===== src/design/wht_pkg.sv =====
/*
 * WHT engine shared definitions
 * Widths, state encoding, beat structs and RAM port structs
 */
package wht_pkg;

	// ------------------------------
	// Sizes
	// ------------------------------
	// Largest transform is 2**MAX_LOG points
	localparam int MAX_LOG      = 5;
	localparam int ADDR_W       = MAX_LOG;
	// Bank row drops the parity bit
	localparam int ROW_W        = ADDR_W - 1;
	localparam int SAMPLE_W     = 16;
	// Room for one bit of growth per stage
	localparam int WORD_W       = 24;
	// Idle cycles tolerated inside a packet
	localparam int SINK_TIMEOUT = 64;

	typedef logic signed [SAMPLE_W-1:0] sample_t;
	typedef logic signed [WORD_W-1:0]   word_t;
	typedef logic [ADDR_W-1:0]          addr_t;
	typedef logic [ROW_W-1:0]           row_t;
	// Size, also the stage count
	typedef logic [2:0]                 log_t;

	// Master FSM
	typedef enum logic [2:0] {
		Idle        = 3'd0,
		Sink        = 3'd1,
		Rd          = 3'd2,
		Wait_wr_end = 3'd3,
		Source      = 3'd4
	} mem_state_t;

	// ------------------------------
	// Beats and ports
	// ------------------------------
	typedef struct packed {
		logic    valid;
		logic    sop;
		log_t    size;
		sample_t data;
	} sink_beat_t;

	typedef struct packed {
		logic  valid;
		logic  sop;
		logic  eop;
		word_t data;
	} out_beat_t;

	// Butterfly operands or results
	typedef struct packed {
		logic  valid;
		word_t a;
		word_t b;
	} pair_t;

	typedef struct packed {
		logic  en;
		row_t  row;
		word_t data;
	} ram_wr_t;

	typedef struct packed {
		logic en;
		row_t row;
	} ram_rd_t;

endpackage


===== src/design/wht_bank_ram.sv =====
/*
 * WHT data bank
 * Simple dual-port RAM, one row per point pair, registered read
 */
`timescale 1ns/1ps

module wht_bank_ram (
	input  logic             clk,
	input  wht_pkg::ram_wr_t wr,
	input  wht_pkg::ram_rd_t rd,
	output wht_pkg::word_t   q
);
	import wht_pkg::*;

	// Half of the largest transform
	word_t mem [0:2**ROW_W-1];

	// Write port
	always_ff @(posedge clk) begin
		if (wr.en) begin
			mem[wr.row] <= wr.data;
		end
	end

	// Read port, one cycle of latency, holds when idle
	always_ff @(posedge clk) begin
		if (rd.en) begin
			q <= mem[rd.row];
		end
	end

endmodule


===== src/design/wht_butterfly.sv =====
/*
 * Radix-2 WHT butterfly
 * Registered sum and difference of one pair per cycle
 */
`timescale 1ns/1ps

module wht_butterfly (
	input  logic            clk,
	input  logic            rst_n,
	input  wht_pkg::pair_t  in_pair,
	output wht_pkg::pair_t  out_pair
);

	// One cycle of latency
	always_ff @(posedge clk) begin
		// Payload only moves with valid data
		if (in_pair.valid) begin
			out_pair.a <= in_pair.a + in_pair.b;
			out_pair.b <= in_pair.a - in_pair.b;
		end
		if (!rst_n) begin
			out_pair.valid <= 1'b0;
		end else begin
			out_pair.valid <= in_pair.valid;
		end
	end

endmodule


===== src/design/wht_engine.sv =====
/*
 * WHT engine top
 * Memory controller with the radix-2 butterfly core beside it
 */
`timescale 1ns/1ps

module wht_engine (
	input  logic                clk,
	input  logic                rst_n,
	input  wht_pkg::sink_beat_t in_beat,
	output wht_pkg::out_beat_t  out_beat,
	output logic                sink_ready
);
	import wht_pkg::*;

	// Operands out, results back
	pair_t to_core;
	pair_t from_core;

	wht_mem_ctrl i_mem_ctrl (
		.clk        (clk),
		.rst_n      (rst_n),
		.in_beat    (in_beat),
		.from_core  (from_core),
		.to_core    (to_core),
		.out_beat   (out_beat),
		.sink_ready (sink_ready)
	);

	wht_butterfly i_butterfly (
		.clk      (clk),
		.rst_n    (rst_n),
		.in_pair  (to_core),
		.out_pair (from_core)
	);

endmodule


===== src/design/wht_mem_ctrl.sv =====
/*
 * WHT memory controller
 * Master FSM and stage counter, bank port muxes, core operand
 * routing and output register around two parity banks
 */
`timescale 1ns/1ps

module wht_mem_ctrl (
	input  logic                clk,
	input  logic                rst_n,
	input  wht_pkg::sink_beat_t in_beat,
	input  wht_pkg::pair_t      from_core,
	output wht_pkg::pair_t      to_core,
	output wht_pkg::out_beat_t  out_beat,
	output logic                sink_ready
);
	import wht_pkg::*;

	mem_state_t state;
	mem_state_t state_nxt;
	sink_beat_t beat_r;
	log_t       size_r;
	log_t       stage;
	logic       accept;
	ram_wr_t    sink_wr0, sink_wr1, stw_wr0, stw_wr1, wr0, wr1;
	ram_rd_t    srd_rd0, srd_rd1, src_rd0, src_rd1, rd0, rd1;
	word_t      q0, q1;
	logic       sink_done, over_time;
	addr_t      pair_lo;
	logic       lo_bank, issue, rd_end, wr_end;
	logic       lo_bank_d, issue_d;
	logic       bank_sel, src_first, src_last, src_read, source_end;

	// Only a sop in Idle opens a packet
	assign accept = (state == Idle) && in_beat.valid && in_beat.sop;

	// Input register, beats outside Idle and Sink dropped
	always_ff @(posedge clk) begin
		beat_r <= in_beat;
		if (!rst_n) begin
			beat_r.valid <= 1'b0;
			size_r       <= '0;
		end else begin
			beat_r.valid <= in_beat.valid && (accept || state == Sink);
			if (accept) begin
				size_r <= in_beat.size;
			end
		end
	end

	// ------------------------------
	// Master FSM
	// ------------------------------
	always_comb begin
		state_nxt = state;
		case (state)
			Idle:        if (accept) state_nxt = Sink;
			Sink:        if (sink_done) state_nxt = Rd;
			             else if (over_time) state_nxt = Idle;
			Rd:          if (rd_end) state_nxt = Wait_wr_end;
			// Last stage goes straight to Source
			Wait_wr_end: if (wr_end) state_nxt = (stage == size_r - 1'b1) ? Source : Rd;
			Source:      if (source_end) state_nxt = Idle;
			default:     state_nxt = Idle;
		endcase
	end

	always_ff @(posedge clk) begin
		lo_bank_d <= lo_bank;
		if (!rst_n) begin
			state      <= Idle;
			stage      <= '0;
			sink_ready <= 1'b1;
			issue_d    <= 1'b0;
		end else begin
			state <= state_nxt;
			if (state == Idle) begin
				stage <= '0;
			end else if (state == Wait_wr_end && wr_end && state_nxt == Rd) begin
				stage <= stage + 1'b1;
			end
			// Drops with the accepting edge, rises a cycle into Idle
			sink_ready <= (state == Idle) && (state_nxt == Idle);
			issue_d    <= issue;
		end
	end

	// Bank port muxes
	assign wr0 = (state == Sink) ? sink_wr0 : stw_wr0;
	assign wr1 = (state == Sink) ? sink_wr1 : stw_wr1;
	assign rd0 = (state == Rd) ? srd_rd0 : src_rd0;
	assign rd1 = (state == Rd) ? srd_rd1 : src_rd1;

	// Lower point feeds a
	assign to_core = '{valid: issue_d, a: lo_bank_d ? q1 : q0, b: lo_bank_d ? q0 : q1};

	// Output register
	always_ff @(posedge clk) begin
		out_beat.data <= bank_sel ? q1 : q0;
		if (!rst_n) begin
			out_beat.valid <= 1'b0;
			out_beat.sop   <= 1'b0;
			out_beat.eop   <= 1'b0;
		end else begin
			out_beat.valid <= src_read;
			out_beat.sop   <= src_first;
			out_beat.eop   <= src_last;
		end
	end

	// ------------------------------
	// Banks and generators
	// ------------------------------
	wht_bank_ram i_bank0 (.clk(clk), .wr(wr0), .rd(rd0), .q(q0));
	wht_bank_ram i_bank1 (.clk(clk), .wr(wr1), .rd(rd1), .q(q1));

	wht_sink_addr i_sink_addr (
		.clk(clk), .rst_n(rst_n), .state(state), .beat(beat_r), .size(size_r),
		.wr0(sink_wr0), .wr1(sink_wr1), .sink_done(sink_done), .over_time(over_time)
	);

	wht_stage_rd i_stage_rd (
		.clk(clk), .rst_n(rst_n), .state(state), .stage(stage), .size(size_r),
		.rd0(srd_rd0), .rd1(srd_rd1), .pair_lo(pair_lo), .lo_bank(lo_bank),
		.issue(issue), .rd_end(rd_end)
	);

	wht_stage_wr i_stage_wr (
		.clk(clk), .rst_n(rst_n), .issue(issue), .pair_lo(pair_lo), .stage(stage),
		.result(from_core), .wr0(stw_wr0), .wr1(stw_wr1), .wr_end(wr_end)
	);

	wht_source i_source (
		.clk(clk), .rst_n(rst_n), .state(state), .size(size_r),
		.rd0(src_rd0), .rd1(src_rd1), .bank_sel(bank_sel), .first(src_first),
		.last(src_last), .read(src_read), .source_end(source_end)
	);

endmodule


===== src/design/wht_sink_addr.sv =====
/*
 * Sink address generator
 * Writes incoming samples in address order into the parity banks,
 * flags the last sample and an input timeout
 */
`timescale 1ns/1ps

module wht_sink_addr (
	input  logic                clk,
	input  logic                rst_n,
	input  wht_pkg::mem_state_t state,
	input  wht_pkg::sink_beat_t beat,
	input  wht_pkg::log_t       size,
	output wht_pkg::ram_wr_t    wr0,
	output wht_pkg::ram_wr_t    wr1,
	output logic                sink_done,
	output logic                over_time
);
	import wht_pkg::*;

	addr_t cnt;
	addr_t last_addr;
	// Counts up to SINK_TIMEOUT inclusive
	logic [$clog2(SINK_TIMEOUT):0] gap;
	logic  bank;
	logic  wr_en;
	word_t data_ext;

	assign last_addr = addr_t'((1 << size) - 1);
	// Bank is address parity
	assign bank      = ^cnt;
	assign wr_en     = (state == Sink) && beat.valid;
	// Sign extend into storage width
	assign data_ext  = {{(WORD_W - SAMPLE_W){beat.data[SAMPLE_W-1]}}, beat.data};

	assign wr0 = '{en: wr_en && !bank, row: cnt[ADDR_W-1:1], data: data_ext};
	assign wr1 = '{en: wr_en && bank, row: cnt[ADDR_W-1:1], data: data_ext};

	assign sink_done = wr_en && (cnt == last_addr);
	assign over_time = (state == Sink) && (gap == SINK_TIMEOUT);

	always_ff @(posedge clk) begin
		if (!rst_n) begin
			cnt <= '0;
			gap <= '0;
		end else begin
			// Sample index, restarts outside Sink
			if (state != Sink) begin
				cnt <= '0;
			end else if (beat.valid) begin
				cnt <= cnt + 1'b1;
			end
			// Gap since last valid beat
			if (state != Sink || beat.valid) begin
				gap <= '0;
			end else begin
				gap <= gap + 1'b1;
			end
		end
	end

endmodule


===== src/design/wht_source.sv =====
/*
 * Source address generator
 * Reads the result in natural order and frames the output stream
 */
`timescale 1ns/1ps

module wht_source (
	input  logic                clk,
	input  logic                rst_n,
	input  wht_pkg::mem_state_t state,
	input  wht_pkg::log_t       size,
	output wht_pkg::ram_rd_t    rd0,
	output wht_pkg::ram_rd_t    rd1,
	output logic                bank_sel,
	output logic                first,
	output logic                last,
	output logic                read,
	output logic                source_end
);
	import wht_pkg::*;

	addr_t k;
	addr_t last_addr;
	logic  read_now;
	logic  rd_bank;

	assign read_now   = (state == Source);
	assign last_addr  = addr_t'((1 << size) - 1);
	assign rd_bank    = ^k;
	assign source_end = read_now && (k == last_addr);

	// Only the bank holding point k is read
	assign rd0 = '{en: read_now && !rd_bank, row: k[ADDR_W-1:1]};
	assign rd1 = '{en: read_now && rd_bank, row: k[ADDR_W-1:1]};

	// Framing lags one cycle, in step with RAM output
	always_ff @(posedge clk) begin
		bank_sel <= rd_bank;
		if (!rst_n) begin
			k     <= '0;
			read  <= 1'b0;
			first <= 1'b0;
			last  <= 1'b0;
		end else begin
			k     <= read_now ? k + 1'b1 : '0;
			read  <= read_now;
			first <= read_now && (k == '0);
			last  <= source_end;
		end
	end

endmodule


===== src/design/wht_stage_rd.sv =====
/*
 * Stage read generator
 * Issues one butterfly pair per cycle in Rd, pair points differ
 * only in the stage bit, and flags the last issue
 */
`timescale 1ns/1ps

module wht_stage_rd (
	input  logic                clk,
	input  logic                rst_n,
	input  wht_pkg::mem_state_t state,
	input  wht_pkg::log_t       stage,
	input  wht_pkg::log_t       size,
	output wht_pkg::ram_rd_t    rd0,
	output wht_pkg::ram_rd_t    rd1,
	output wht_pkg::addr_t      pair_lo,
	output logic                lo_bank,
	output logic                issue,
	output logic                rd_end
);
	import wht_pkg::*;

	row_t  pcnt;
	row_t  last_pair;
	addr_t pext;
	addr_t low_mask;
	addr_t lo;
	addr_t hi;

	assign issue     = (state == Rd);
	// Half as many pairs as points
	assign last_pair = row_t'(((1 << size) >> 1) - 1);
	assign rd_end    = issue && (pcnt == last_pair);

	// ------------------------------
	// Pair index to point addresses
	// ------------------------------
	assign pext     = addr_t'(pcnt);
	assign low_mask = addr_t'((1 << stage) - 1);
	// Open a zero at the stage bit
	assign lo       = ((pext & ~low_mask) << 1) | (pext & low_mask);
	assign hi       = lo | addr_t'(1 << stage);

	// The other point always sits in the other bank
	assign lo_bank = ^lo;
	assign pair_lo = lo;

	assign rd0 = '{en: issue, row: lo_bank ? hi[ADDR_W-1:1] : lo[ADDR_W-1:1]};
	assign rd1 = '{en: issue, row: lo_bank ? lo[ADDR_W-1:1] : hi[ADDR_W-1:1]};

	// Restarts on each entry to Rd
	always_ff @(posedge clk) begin
		if (!rst_n) begin
			pcnt <= '0;
		end else if (!issue) begin
			pcnt <= '0;
		end else begin
			pcnt <= pcnt + 1'b1;
		end
	end

endmodule


===== src/design/wht_stage_wr.sv =====
/*
 * Stage write generator
 * Aligns pair addresses with read and core latency, writes results
 * back in place and flags the last write of a stage
 */
`timescale 1ns/1ps

module wht_stage_wr (
	input  logic             clk,
	input  logic             rst_n,
	input  logic             issue,
	input  wht_pkg::addr_t   pair_lo,
	input  wht_pkg::log_t    stage,
	input  wht_pkg::pair_t   result,
	output wht_pkg::ram_wr_t wr0,
	output wht_pkg::ram_wr_t wr1,
	output logic             wr_end
);
	import wht_pkg::*;

	addr_t lo_d1;
	addr_t lo_d2;
	addr_t hi;
	logic  v1;
	logic  v2;
	logic  last2;
	logic  lo_bank;
	logic  en;

	always_ff @(posedge clk) begin
		lo_d1 <= pair_lo;
		lo_d2 <= lo_d1;
		if (!rst_n) begin
			v1    <= 1'b0;
			v2    <= 1'b0;
			last2 <= 1'b0;
		end else begin
			v1    <= issue;
			v2    <= v1;
			// Issues are back to back, so a gap marks the last pair
			last2 <= v1 && !issue;
		end
	end

	// Stage holds until the last write is done
	assign hi      = lo_d2 | addr_t'(1 << stage);
	assign lo_bank = ^lo_d2;
	assign en      = v2 && result.valid;

	// a back to the lower point, b to the upper
	assign wr0 = '{en: en,
		row: lo_bank ? hi[ADDR_W-1:1] : lo_d2[ADDR_W-1:1],
		data: lo_bank ? result.b : result.a};
	assign wr1 = '{en: en,
		row: lo_bank ? lo_d2[ADDR_W-1:1] : hi[ADDR_W-1:1],
		data: lo_bank ? result.a : result.b};

	assign wr_end = en && last2;

endmodule


===== config.mk =====
export PLATFORM = sky130hd
export DESIGN_NAME = wht_engine
export DESIGN_NICKNAME = d
export VERILOG_FILES = /design/src/design/wht_pkg.sv /design/src/design/wht_bank_ram.sv /design/src/design/wht_butterfly.sv /design/src/design/wht_engine.sv /design/src/design/wht_mem_ctrl.sv /design/src/design/wht_sink_addr.sv /design/src/design/wht_source.sv /design/src/design/wht_stage_rd.sv /design/src/design/wht_stage_wr.sv
export SDC_FILE = /design/constraint.sdc
export NUM_CORES = 1
export LEC_CHECK = 0
export ABC_AREA = 0
export BUFFER_PORTS_ARGS = -buffer_cell sky130_fd_sc_hd__clkbuf_2
export CAP_MARGIN = 15
export CORE_UTILIZATION = 23
export DETAILED_ROUTE_END_ITERATION = 10
export GPL_TIMING_DRIVEN = 0
export PLACE_DENSITY_LB_ADDON = 0.3
export SETUP_SLACK_MARGIN = 0.15
export SLEW_MARGIN = 20
export SYNTH_ARGS = -nofsm -noshare
export SYNTH_HDL_FRONTEND = slang
export SYNTH_HIERARCHICAL = 1
export SYNTH_SLANG_ARGS = --single-unit

===== constraint.sdc =====
create_clock -name clk -period 8.4 [get_ports clk]
set_input_delay 1.26 -clock clk [delete_from_list [all_inputs] [get_ports clk]]
set_output_delay 1.26 -clock clk [all_outputs]
set_load 0.02 [all_outputs]

# Word-level counts from Yosys, hierarchy flattened
# Memories as Yosys holds them, arrays and structs flattened. A register that Yosys moved wholly into a read port is not among the register bits.
# Cells that the tools add are included.
# word_totals
reg_bits	141
latchBits	0
ramBits	768
romBits	0
inputBits	23
output_inout_bits	28
memories	2
# mem_list
memory	words	word_bits	read_ports	rd_clocked_by_memory_dff	wr	line_no	source
i_mem_ctrl.i_bank0.mem	16	24	1	1	1	wht_bank_ram.sv:16	word_t mem [0:2**ROW_W-1];
i_mem_ctrl.i_bank1.mem	16	24	1	1	1	wht_bank_ram.sv:16	
# op_classes
add_sub_neg	11
n_mul	0
n_div	0
magnitude_cmp	0
n_eq_ne	11
n_shift	2
n_mux	25
bitwise	7
reduce_logical	35
# ops
operator	count
2-to-1 mux 24 bit	5
2-to-1 mux 29 bit	2
adder 24 bit	1
subtractor 24 bit	1
2-to-1 mux 3 bit	7
XOR reduction 5 bit	4
logical AND 1 bit	18
2-to-1 mux 4 bit	4
bitwise OR 5 bit	3
one-hot mux 3 bit (5 select lines)	1
adder 5 x 1 -> 5 bit, second input constant	2
== test 5 bit	2
2-to-1 mux 5 bit	2
left shift 1 x 3 -> 5 bit, first input constant	2
subtractor 5 x 2 -> 5 bit, second input constant	2
== test 3 x 2 -> 1 bit, second input constant	3
adder 7 x 1 -> 7 bit, second input constant	1
== test 7 bit, second input constant	1
logical NOT 3 bit	2
OR reduction 2 bit	3
bitwise AND 4 x 5 -> 5 bit	1
logical NOT 5 bit	1
adder 4 x 1 -> 4 bit, second input constant	1
bitwise AND 4 bit	1
14 further kinds	21

# Logic depth before layout (Yosys ltp)
# Gate-level depths: netlist of the first run.
# depth
depth_word	8
mapped_depth	13
ltp_nobuf	11

# Modules after synthesis
# The synthesis of the first run kept the hierarchy.
# by_module_without_submodules
mod	n_inst	cells_per_inst	area_each_um2	seq_area_each_um2
wht_bank_ram	2	636	15170.8	12251.8
wht_butterfly	1	438	4127.7	1431.4
wht_mem_ctrl	1	277	3306.9	1201.2
wht_stage_wr	1	95	1278.7	260.2
wht_sink_addr	1	133	1073.5	240.2
wht_stage_rd	1	75	606.8	80.1
wht_source	1	60	518.0	180.2

# Least setup slack after synthesis of the first run
# Ideal clock, no wire load.
# synth_timing
path_kind	register to register
startpoint	register i_mem_ctrl.i_stage_wr.lo_d2[1]
endpoint	memory i_mem_ctrl/i_bank1/mem[0][0] (netlist bit), enable pin
arrival_time_ns	3.893
t_required_ns	7.965
slack_ns	4.072
stages_incl_launch_ff	9
synth_period_minus_slack_ns	4.328
path_cell_list	dfxtp_1 xnor2_2 xnor3_1 buf_6 buf_8 a41o_1 mux2_1 or3b_2 nor3_1
# synth_rtl
item	line_no	source
start: declaration	wht_stage_wr.sv:22	addr_t lo_d2;
start signal: assignment	wht_stage_wr.sv:32	lo_d2 <= lo_d1;
end: declaration	wht_bank_ram.sv:16	

==> parameters.txt, run 1 <==
Parameter                              Value

Outcome
  Result of the run ... finished clean

Run
  Number of maximum-capacitance constraint violations ... 0

Drt
  1st-pass router iterations ... 7
  Total Wirelength ... 109000 um
  Total via count after detailed routing ... 21400
  Routed length per placed instance ... 21.8 um
  Met3 routed WL ... 4090 um
  Max layer used ... met4
  Met1 WL ... 49500 um
  Iter 0 DRT Violations ... 1734
  Detailed route wirelength on metal2 ... 52800 um
  Count of antenna-violating nets left after detailed routing ... 0
  Number of DRC violations after detailed routing ... 0
  Post-DR vias/cell ... 4.30

Placed design
  Total half-perimeter wirelength after legalization and detailed placement ... 76100 um
  Post-placement worst setup slack ... 4.31 ns
  Global placement routability congestion ... 0.852
  Placed cell count ... 4787
  Number of input and output port buffers inserted ... 50

Clock network
  Insertion delay of the later-clocked pin in the worst-skew pair ... 0.71 ns
  Clock root buffer master ... sky130_fd_sc_hd__clkbuf_16
  CTS tree ... built
  Max Buffers Root-to-Sink ... 3
  Clock-pin slew reported for the worst setup and hold paths after clock tree synthesis ... 0.06 ns
  Number of levels the H-tree was split into ... 3
  Sink Count ... 958
  Number of resized instances in the post-cts repair step ... 0
  Buffers inserted by post-CTS timing repair ... 0
  Cts bufs inserted ... 103
  Hold Buf Count CTS ... 0

Synth
  Number of warnings issued by yosys ... 6
  Net count after synthesis ... 2429
  Synthesized instance count ... 2346
  Mapped Area ... 41200 um2
  Mean Syn Cell Area ... 17.6 um2

Floorplanning
  Die outline height ... 425 um
  Number of rows in the core area ... 154
  Total die area ... 181000 um2
  Top-level I/O count ... 51
  Die boundary width ... 425 um
  Placeable core area ... 177000 um2
  Initial Util ... 23.3%

Power and ir drop
  Worst voltage drop across the vdd grid ... 0.000147 V
  Overall power consumption ... 0.00980 W
  Power density relative to cell area ... 201 nW/um2
  P_leak ... 15.8 nW

Setup path
  Critical path depth ... 11
  Cell family contributing the most delay on the critical path ... compound AO/OA/AOI/OAI gates
  Critical path cell sequence ... clkbuf_1, mux2_2, ha_1, fa_1, nand2b_1, a21oi_1, o211ai_1, a21oi_1, o21ai_1, o41ai_1, xnor2_1
  Kind of capture point of the worst setup path ... flip-flop
  Critical-path maximum fanout ... 10
  Arrival time at the worst endpoint ... 4.70 ns
  Worst-case reg-to-reg path depth ... 11
  Worst setup path category ... reg -> reg
  Crit path launch type ... flip-flop
  Delay of the slowest critical-path stage ... 0.62 ns
  Slowest CP cell ... sky130_fd_sc_hd__clkbuf_1
  Req. time, crit path ... 8.85 ns
  Worst path buffer plus inverter count ... 1
  Crit-path most repeated cell ... sky130_fd_sc_hd__a21oi_1

Timing
  Highest Clock Rate ... 235 MHz
  Clock tree skew after final layout ... 0.0401 ns
  Worst Hold Margin ... 0.326 ns
  Slew at the pin with the worst max-slew slack ... 0.960 ns
  Pins Over Slew Limit ... 0
  Final period demand of the worst path ... 4.25 ns
  Worst slew margin relative to its limit ... 36.0%
  Setup repair after global routing missed its margin ... no
  Total negative slack for setup checks ... 0 ns
  Post-route setup slack ... 4.15 ns
  # setup viols final ... 0
  Final number of hold-violating endpoints ... 0
  Final worst-path cycle share ... 50.6%

Global routing
  Global-route wire length before repair ... 157000 um
  Total routing resource utilization after global routing ... 11.9%
  Number of global-route vias before repair ... 22000
  Maximum number of pins on one net before global-route repair ... 49
  Grt total ovfl ... 0
  Antenna violations before repair ... 3

Cells and area
  Share of cells above drive strength 1 ... 31.6%
  Area added between synthesis and finish ... 18.2%
  Post-layout nets ... 2635
  Non-filler cells in the finished layout ... 4980

Min path
  Depth of the worst hold-timing path ... 0
  Worst min-delay path category ... reg -> reg
[registers in the layout (all words and copies together) (netlist names), 4 cells and up]
signal and flops:
i_mem_ctrl/i_bank0/mem 384, i_mem_ctrl/i_bank1/mem 384, i_butterfly/out_pair 48, i_mem_ctrl/out_beat 27, i_mem_ctrl/i_bank0/q 24, i_mem_ctrl/i_bank1/q 24
i_mem_ctrl/beat_r 17, i_mem_ctrl/i_sink_addr/gap 7, i_mem_ctrl/i_sink_addr/cnt 5, i_mem_ctrl/i_source/k 5, i_mem_ctrl/i_stage_wr/lo_d1 5, i_mem_ctrl/i_stage_wr/lo_d2 5
i_mem_ctrl/i_stage_rd/pcnt 4
[cell type report]
| type | instances | area [um2] |
|---|---|---|
| diodes | 1 | 2.50 |
| clock inverters | 64 | 601 |
| repair buffers | 101 | 1050 |
| inverters | 71 | 267 |
| multi-input cells | 1130 | 12000 |
| flip-flops and latches | 958 | 27800 |
| clock buffers | 128 | 2710 |
| plain buffers | 187 | 1260 |
| fillers | 17800 | 128000 |
| well taps | 2340 | 2930 |
[report_power, final]
group          internal (W)  switching (W)
clock network       0.00252        0.00195
logic             0.0000474      0.0000882
registers           0.00518      0.0000124
[layout by cell type (no fill, tap or decap), drive strengths merged, types with 7 or more instances in the layout]
cell type  count
clkinv        48
bufinv         7
ha            58
nand2         92
mux2         188
xor2          20
nor2          87
clkbuf       225
a21oi         56
buf          191
mux2i          7
nand2b        21
a22oi         97
o21bai        12
dfxtp         95
inv           74
nor3b          9
o21a           8
o31ai          9
edfxtp       863
nand3         17
o21ai         40
nor2b         15
nor3          22
nand4         11
mux4         192
and2          13
nor4           7
xnor2         58
[path summary, 6_finish.rpt]
kind                                                      from                        endpoint  slack [ns]
worst max register to register            i_mem_ctrl/lo_bank_d        i_butterfly/out_pair[20]        4.15
worst min-delay path            i_mem_ctrl/i_stage_wr/lo_d1[1]  i_mem_ctrl/i_stage_wr/lo_d2[1]        0.33
worst max-delay path                      i_mem_ctrl/lo_bank_d        i_butterfly/out_pair[20]        4.15
worst min register to register  i_mem_ctrl/i_stage_wr/lo_d1[1]  i_mem_ctrl/i_stage_wr/lo_d2[1]        0.33
[through the flow]
stage	utilization, %	instance area (um2)
finish	27.5	48700
global route	27.5	48700
CTS	27.5	48700
detailed placement	25.6	45400
global placement	25.1	44400
floorplan	-	41200
[worst register-to-register path, stage by stage, from the launching register on]
cell                       delay (ns)
sky130_fd_sc_hd__dfxtp_1         0.46
sky130_fd_sc_hd__clkbuf_1        0.62
sky130_fd_sc_hd__mux2_2          0.44
sky130_fd_sc_hd__ha_1            0.25
sky130_fd_sc_hd__fa_1            0.42
sky130_fd_sc_hd__nand2b_1        0.19
sky130_fd_sc_hd__a21oi_1         0.30
sky130_fd_sc_hd__o211ai_1        0.28
sky130_fd_sc_hd__a21oi_1         0.26
sky130_fd_sc_hd__o21ai_1         0.17
sky130_fd_sc_hd__o41ai_1         0.47
sky130_fd_sc_hd__xnor2_1         0.13
[per-layer routing]
| layer | global-route usage, % | vias up |
|---|---|---|
| met5 | 0 | - |
| met3 | 1.77 | 137 |
| met4 | 3.55 | 0 |
| li1 | - | 9614 |
| met2 | 19.8 | 458 |
| met1 | 16.1 | 11200 |
No activity file was read; power rests on OpenSTA's default activity.
==> run 2, diff against run 1 <==
Clock period 8.4 ns to 4.2 ns, I/O delays scaled along.
==> parameters.txt, run 2 (synthesis results as in run 1) <==
Parameter                              Value

Outcome
  Result of the run ... finished clean

Drt
  Iter 0 DRT Violations ... 1803
  Routed length per placed instance ... 21.8 um
  Count of antenna-violating nets left after detailed routing ... 0
  Total via count after detailed routing ... 21500
  Total Wirelength ... 109000 um
  Number of DRC violations after detailed routing ... 0
  1st-pass router iterations ... 6
  Post-DR vias/cell ... 4.31

Setup path
  Critical-path maximum fanout ... 10
  Delay of the slowest critical-path stage ... 0.50 ns
  Kind of capture point of the worst setup path ... flip-flop
  Critical path cell sequence ... clkbuf_2, mux2_2, ha_1, fa_1, nand2b_1, a21oi_1, o211ai_1, a21oi_1, o21ai_1, o41ai_1, xnor2_1
  Worst path buffer plus inverter count ... 1
  Cell family contributing the most delay on the critical path ... compound AO/OA/AOI/OAI gates
  R2R Path Start ... i_mem_ctrl/lo_bank_d
  Worst setup path category ... reg -> reg
  Worst-case reg-to-reg path depth ... 11
  Minimum setup slack among reg-to-reg paths ... 0.27 ns
  Slowest CP cell ... sky130_fd_sc_hd__o41ai_1
  Reg-to-reg critical path endpoint ... i_butterfly/out_pair[20]
  Crit path launch type ... flip-flop
  Req. time, crit path ... 4.63 ns
  Crit-path most repeated cell ... sky130_fd_sc_hd__a21oi_1
  Arrival time at the worst endpoint ... 4.36 ns

Floorplanning
  Number of rows in the core area ... 154
  Die outline height ... 425 um
  Initial Util ... 23.3%
  Total die area ... 181000 um2
  Top-level I/O count ... 51
  Die boundary width ... 425 um
  Placeable core area ... 177000 um2

Placed design
  Global placement routability congestion ... 0.833
  Total half-perimeter wirelength after legalization and detailed placement ... 76300 um
  Placed cell count ... 4786
  Number of input and output port buffers inserted ... 50
  Placed inst area ... 45400 um2

Timing
  Worst slew margin relative to its limit ... 31.4%
  Final period demand of the worst path ... 3.93 ns
  Slew at the pin with the worst max-slew slack ... 1.03 ns
  Clock tree skew after final layout ... 0.0247 ns
  Worst Hold Margin ... 0.0606 ns
  Highest Clock Rate ... 254 MHz
  Pins Over Slew Limit ... 0
  Final number of hold-violating endpoints ... 0
  # setup viols final ... 0
  Setup repair after global routing missed its margin ... no
  Final worst-path cycle share ... 93.6%

Global routing
  Number of global-route vias before repair ... 21800
  Met3 usage ... 1.70%
  Total routing resource utilization after global routing ... 12.0%
  Grt total ovfl ... 0
  Most utilized layer in the global route result ... met2
  Met1 Track Usage GR ... 16.0%
  Antenna violations before repair ... 3
  Global-route wire length before repair ... 156000 um
  Maximum number of pins on one net before global-route repair ... 49
  Met2 capacity usage during global routing ... 19.8%

Power and ir drop
  Power density relative to cell area ... 404 nW/um2
  P_leak ... 15.8 nW
  Worst voltage drop across the vdd grid ... 0.000284 V

Cells and area
  Post-route cell area ... 48900 um2
  Antenna diode count ... 0
  Most frequent cells in the layout ... sky130_fd_sc_hd__edfxtp_1, sky130_fd_sc_hd__mux4_2, sky130_fd_sc_hd__mux2_2
  Share of cells above drive strength 1 ... 31.7%
  Largest regs ... i_mem_ctrl/i_bank0/mem (384), i_mem_ctrl/i_bank1/mem (384), i_butterfly/out_pair (48)
  Area added between synthesis and finish ... 18.7%
  Non-filler cells in the finished layout ... 4984
  Most frequent standard cell in the layout excluding fill and tap cells ... sky130_fd_sc_hd__edfxtp_1
  Post-layout nets ... 2642

Clock network
  Clock root buffer master ... sky130_fd_sc_hd__clkbuf_16
  CTS tree ... built
  Buffers inserted by post-CTS timing repair ... 0
  Cts bufs inserted ... 101
  Number of levels the H-tree was split into ... 3
  Insertion delay of the later-clocked pin in the worst-skew pair ... 0.72 ns
  Sink Count ... 958
  Max Buffers Root-to-Sink ... 3
  Clock-pin slew reported for the worst setup and hold paths after clock tree synthesis ... 0.06 ns

Min path
  Worst min-delay path category ... in -> reg
  Endpoint, Worst Hold ... i_mem_ctrl/beat_r[9]
  Depth of the worst hold-timing path ... 1
  Hold wc startpoint ... in_beat[9]

Run
  Number of maximum-capacitance constraint violations ... 0
==> run 2: metal layers <==
metal	routed length (um)	up-vias
met3	4790	117
met4	2540	0
met5	0	-
met1	48500	11200
li1	-	9614
met2	52700	491
==> run 2: per-stage QoR <==
| stage | util (%) | TNS, ns | total power (W) | setup WS, ns |
|---|---|---|---|---|
| 6_report | 27.6 | 0 | 0.0197 | 0.269 |
| 5_1_grt | 27.6 | 0 | 0.0204 | 0.158 |
| 4_1_cts | 27.6 | 0 | 0.0200 | 0.218 |
| 3_5_place_dp | 25.7 | 0 | 0.0109 | 0.117 |
| 3_3_place_gp | 25.1 | -826.99 | 0.0109 | -2.59 |
| 2_1_floorplan | - | 0 | 0.0107 | 0.162 |
==> run 2: worst reg2reg max path, stage by stage, from the launching register on <==
cell and delay [ns]:
sky130_fd_sc_hd__dfxtp_1 0.40, sky130_fd_sc_hd__clkbuf_2 0.34, sky130_fd_sc_hd__mux2_2 0.40, sky130_fd_sc_hd__ha_1 0.24, sky130_fd_sc_hd__fa_1 0.42, sky130_fd_sc_hd__nand2b_1 0.18, sky130_fd_sc_hd__a21oi_1 0.33, sky130_fd_sc_hd__o211ai_1 0.27
sky130_fd_sc_hd__a21oi_1 0.26, sky130_fd_sc_hd__o21ai_1 0.17, sky130_fd_sc_hd__o41ai_1 0.50, sky130_fd_sc_hd__xnor2_1 0.14
==> run 2: report_power, final <==
part	switching (W)	internal, W	leakage [nW]
clock	0.00385	0.00522	1.62
sequential	0.0000255	0.0104	8.54
combinational	0.000180	0.000101	5.67
total	0.00405	0.0157	15.8
==> run 2: worst max path at each step <==
stage                     slack [ns]                           end                           start  depth (start not counted)
after floorplan                 0.16  i_mem_ctrl/i_bank1/mem[8][0]  i_mem_ctrl/i_stage_wr/lo_d2[1]                          8
after global placement         -2.59  i_mem_ctrl/i_bank0/mem[8][5]  i_mem_ctrl/i_stage_wr/lo_d2[1]                          8
after detailed placement        0.12      i_butterfly/out_pair[20]            i_mem_ctrl/lo_bank_d                         11
after CTS                       0.22       i_mem_ctrl/i_bank1/q[5]   i_mem_ctrl/i_stage_rd/pcnt[2]                         12
after global routing            0.16       i_mem_ctrl/i_bank1/q[5]   i_mem_ctrl/i_stage_rd/pcnt[2]                         12
final                           0.27      i_butterfly/out_pair[20]            i_mem_ctrl/lo_bank_d                         11
==> run 2: what timing repair did <==
item / 4_1_cts / 5_1_grt
setup endpoints to repair: 1 / 24
resized for setup: 1 / 6
pin swaps: 0 / 0
hold buffers: 11 / 0
hold endpoints to repair: 11 / 0
==> run 2: layout make-up <==
cell class / instances / area, um2
Multi-Input combinational cell: 1130 / 12100
Timing Repair Buffer: 111 / 1160
Sequential cell: 958 / 27800
Tap cell: 2340 / 2930
Clock buffer: 118 / 2620
Buffer: 186 / 1260
Fill cell: 17800 / 128000
Clock inverter: 70 / 734
Inverter: 71 / 267
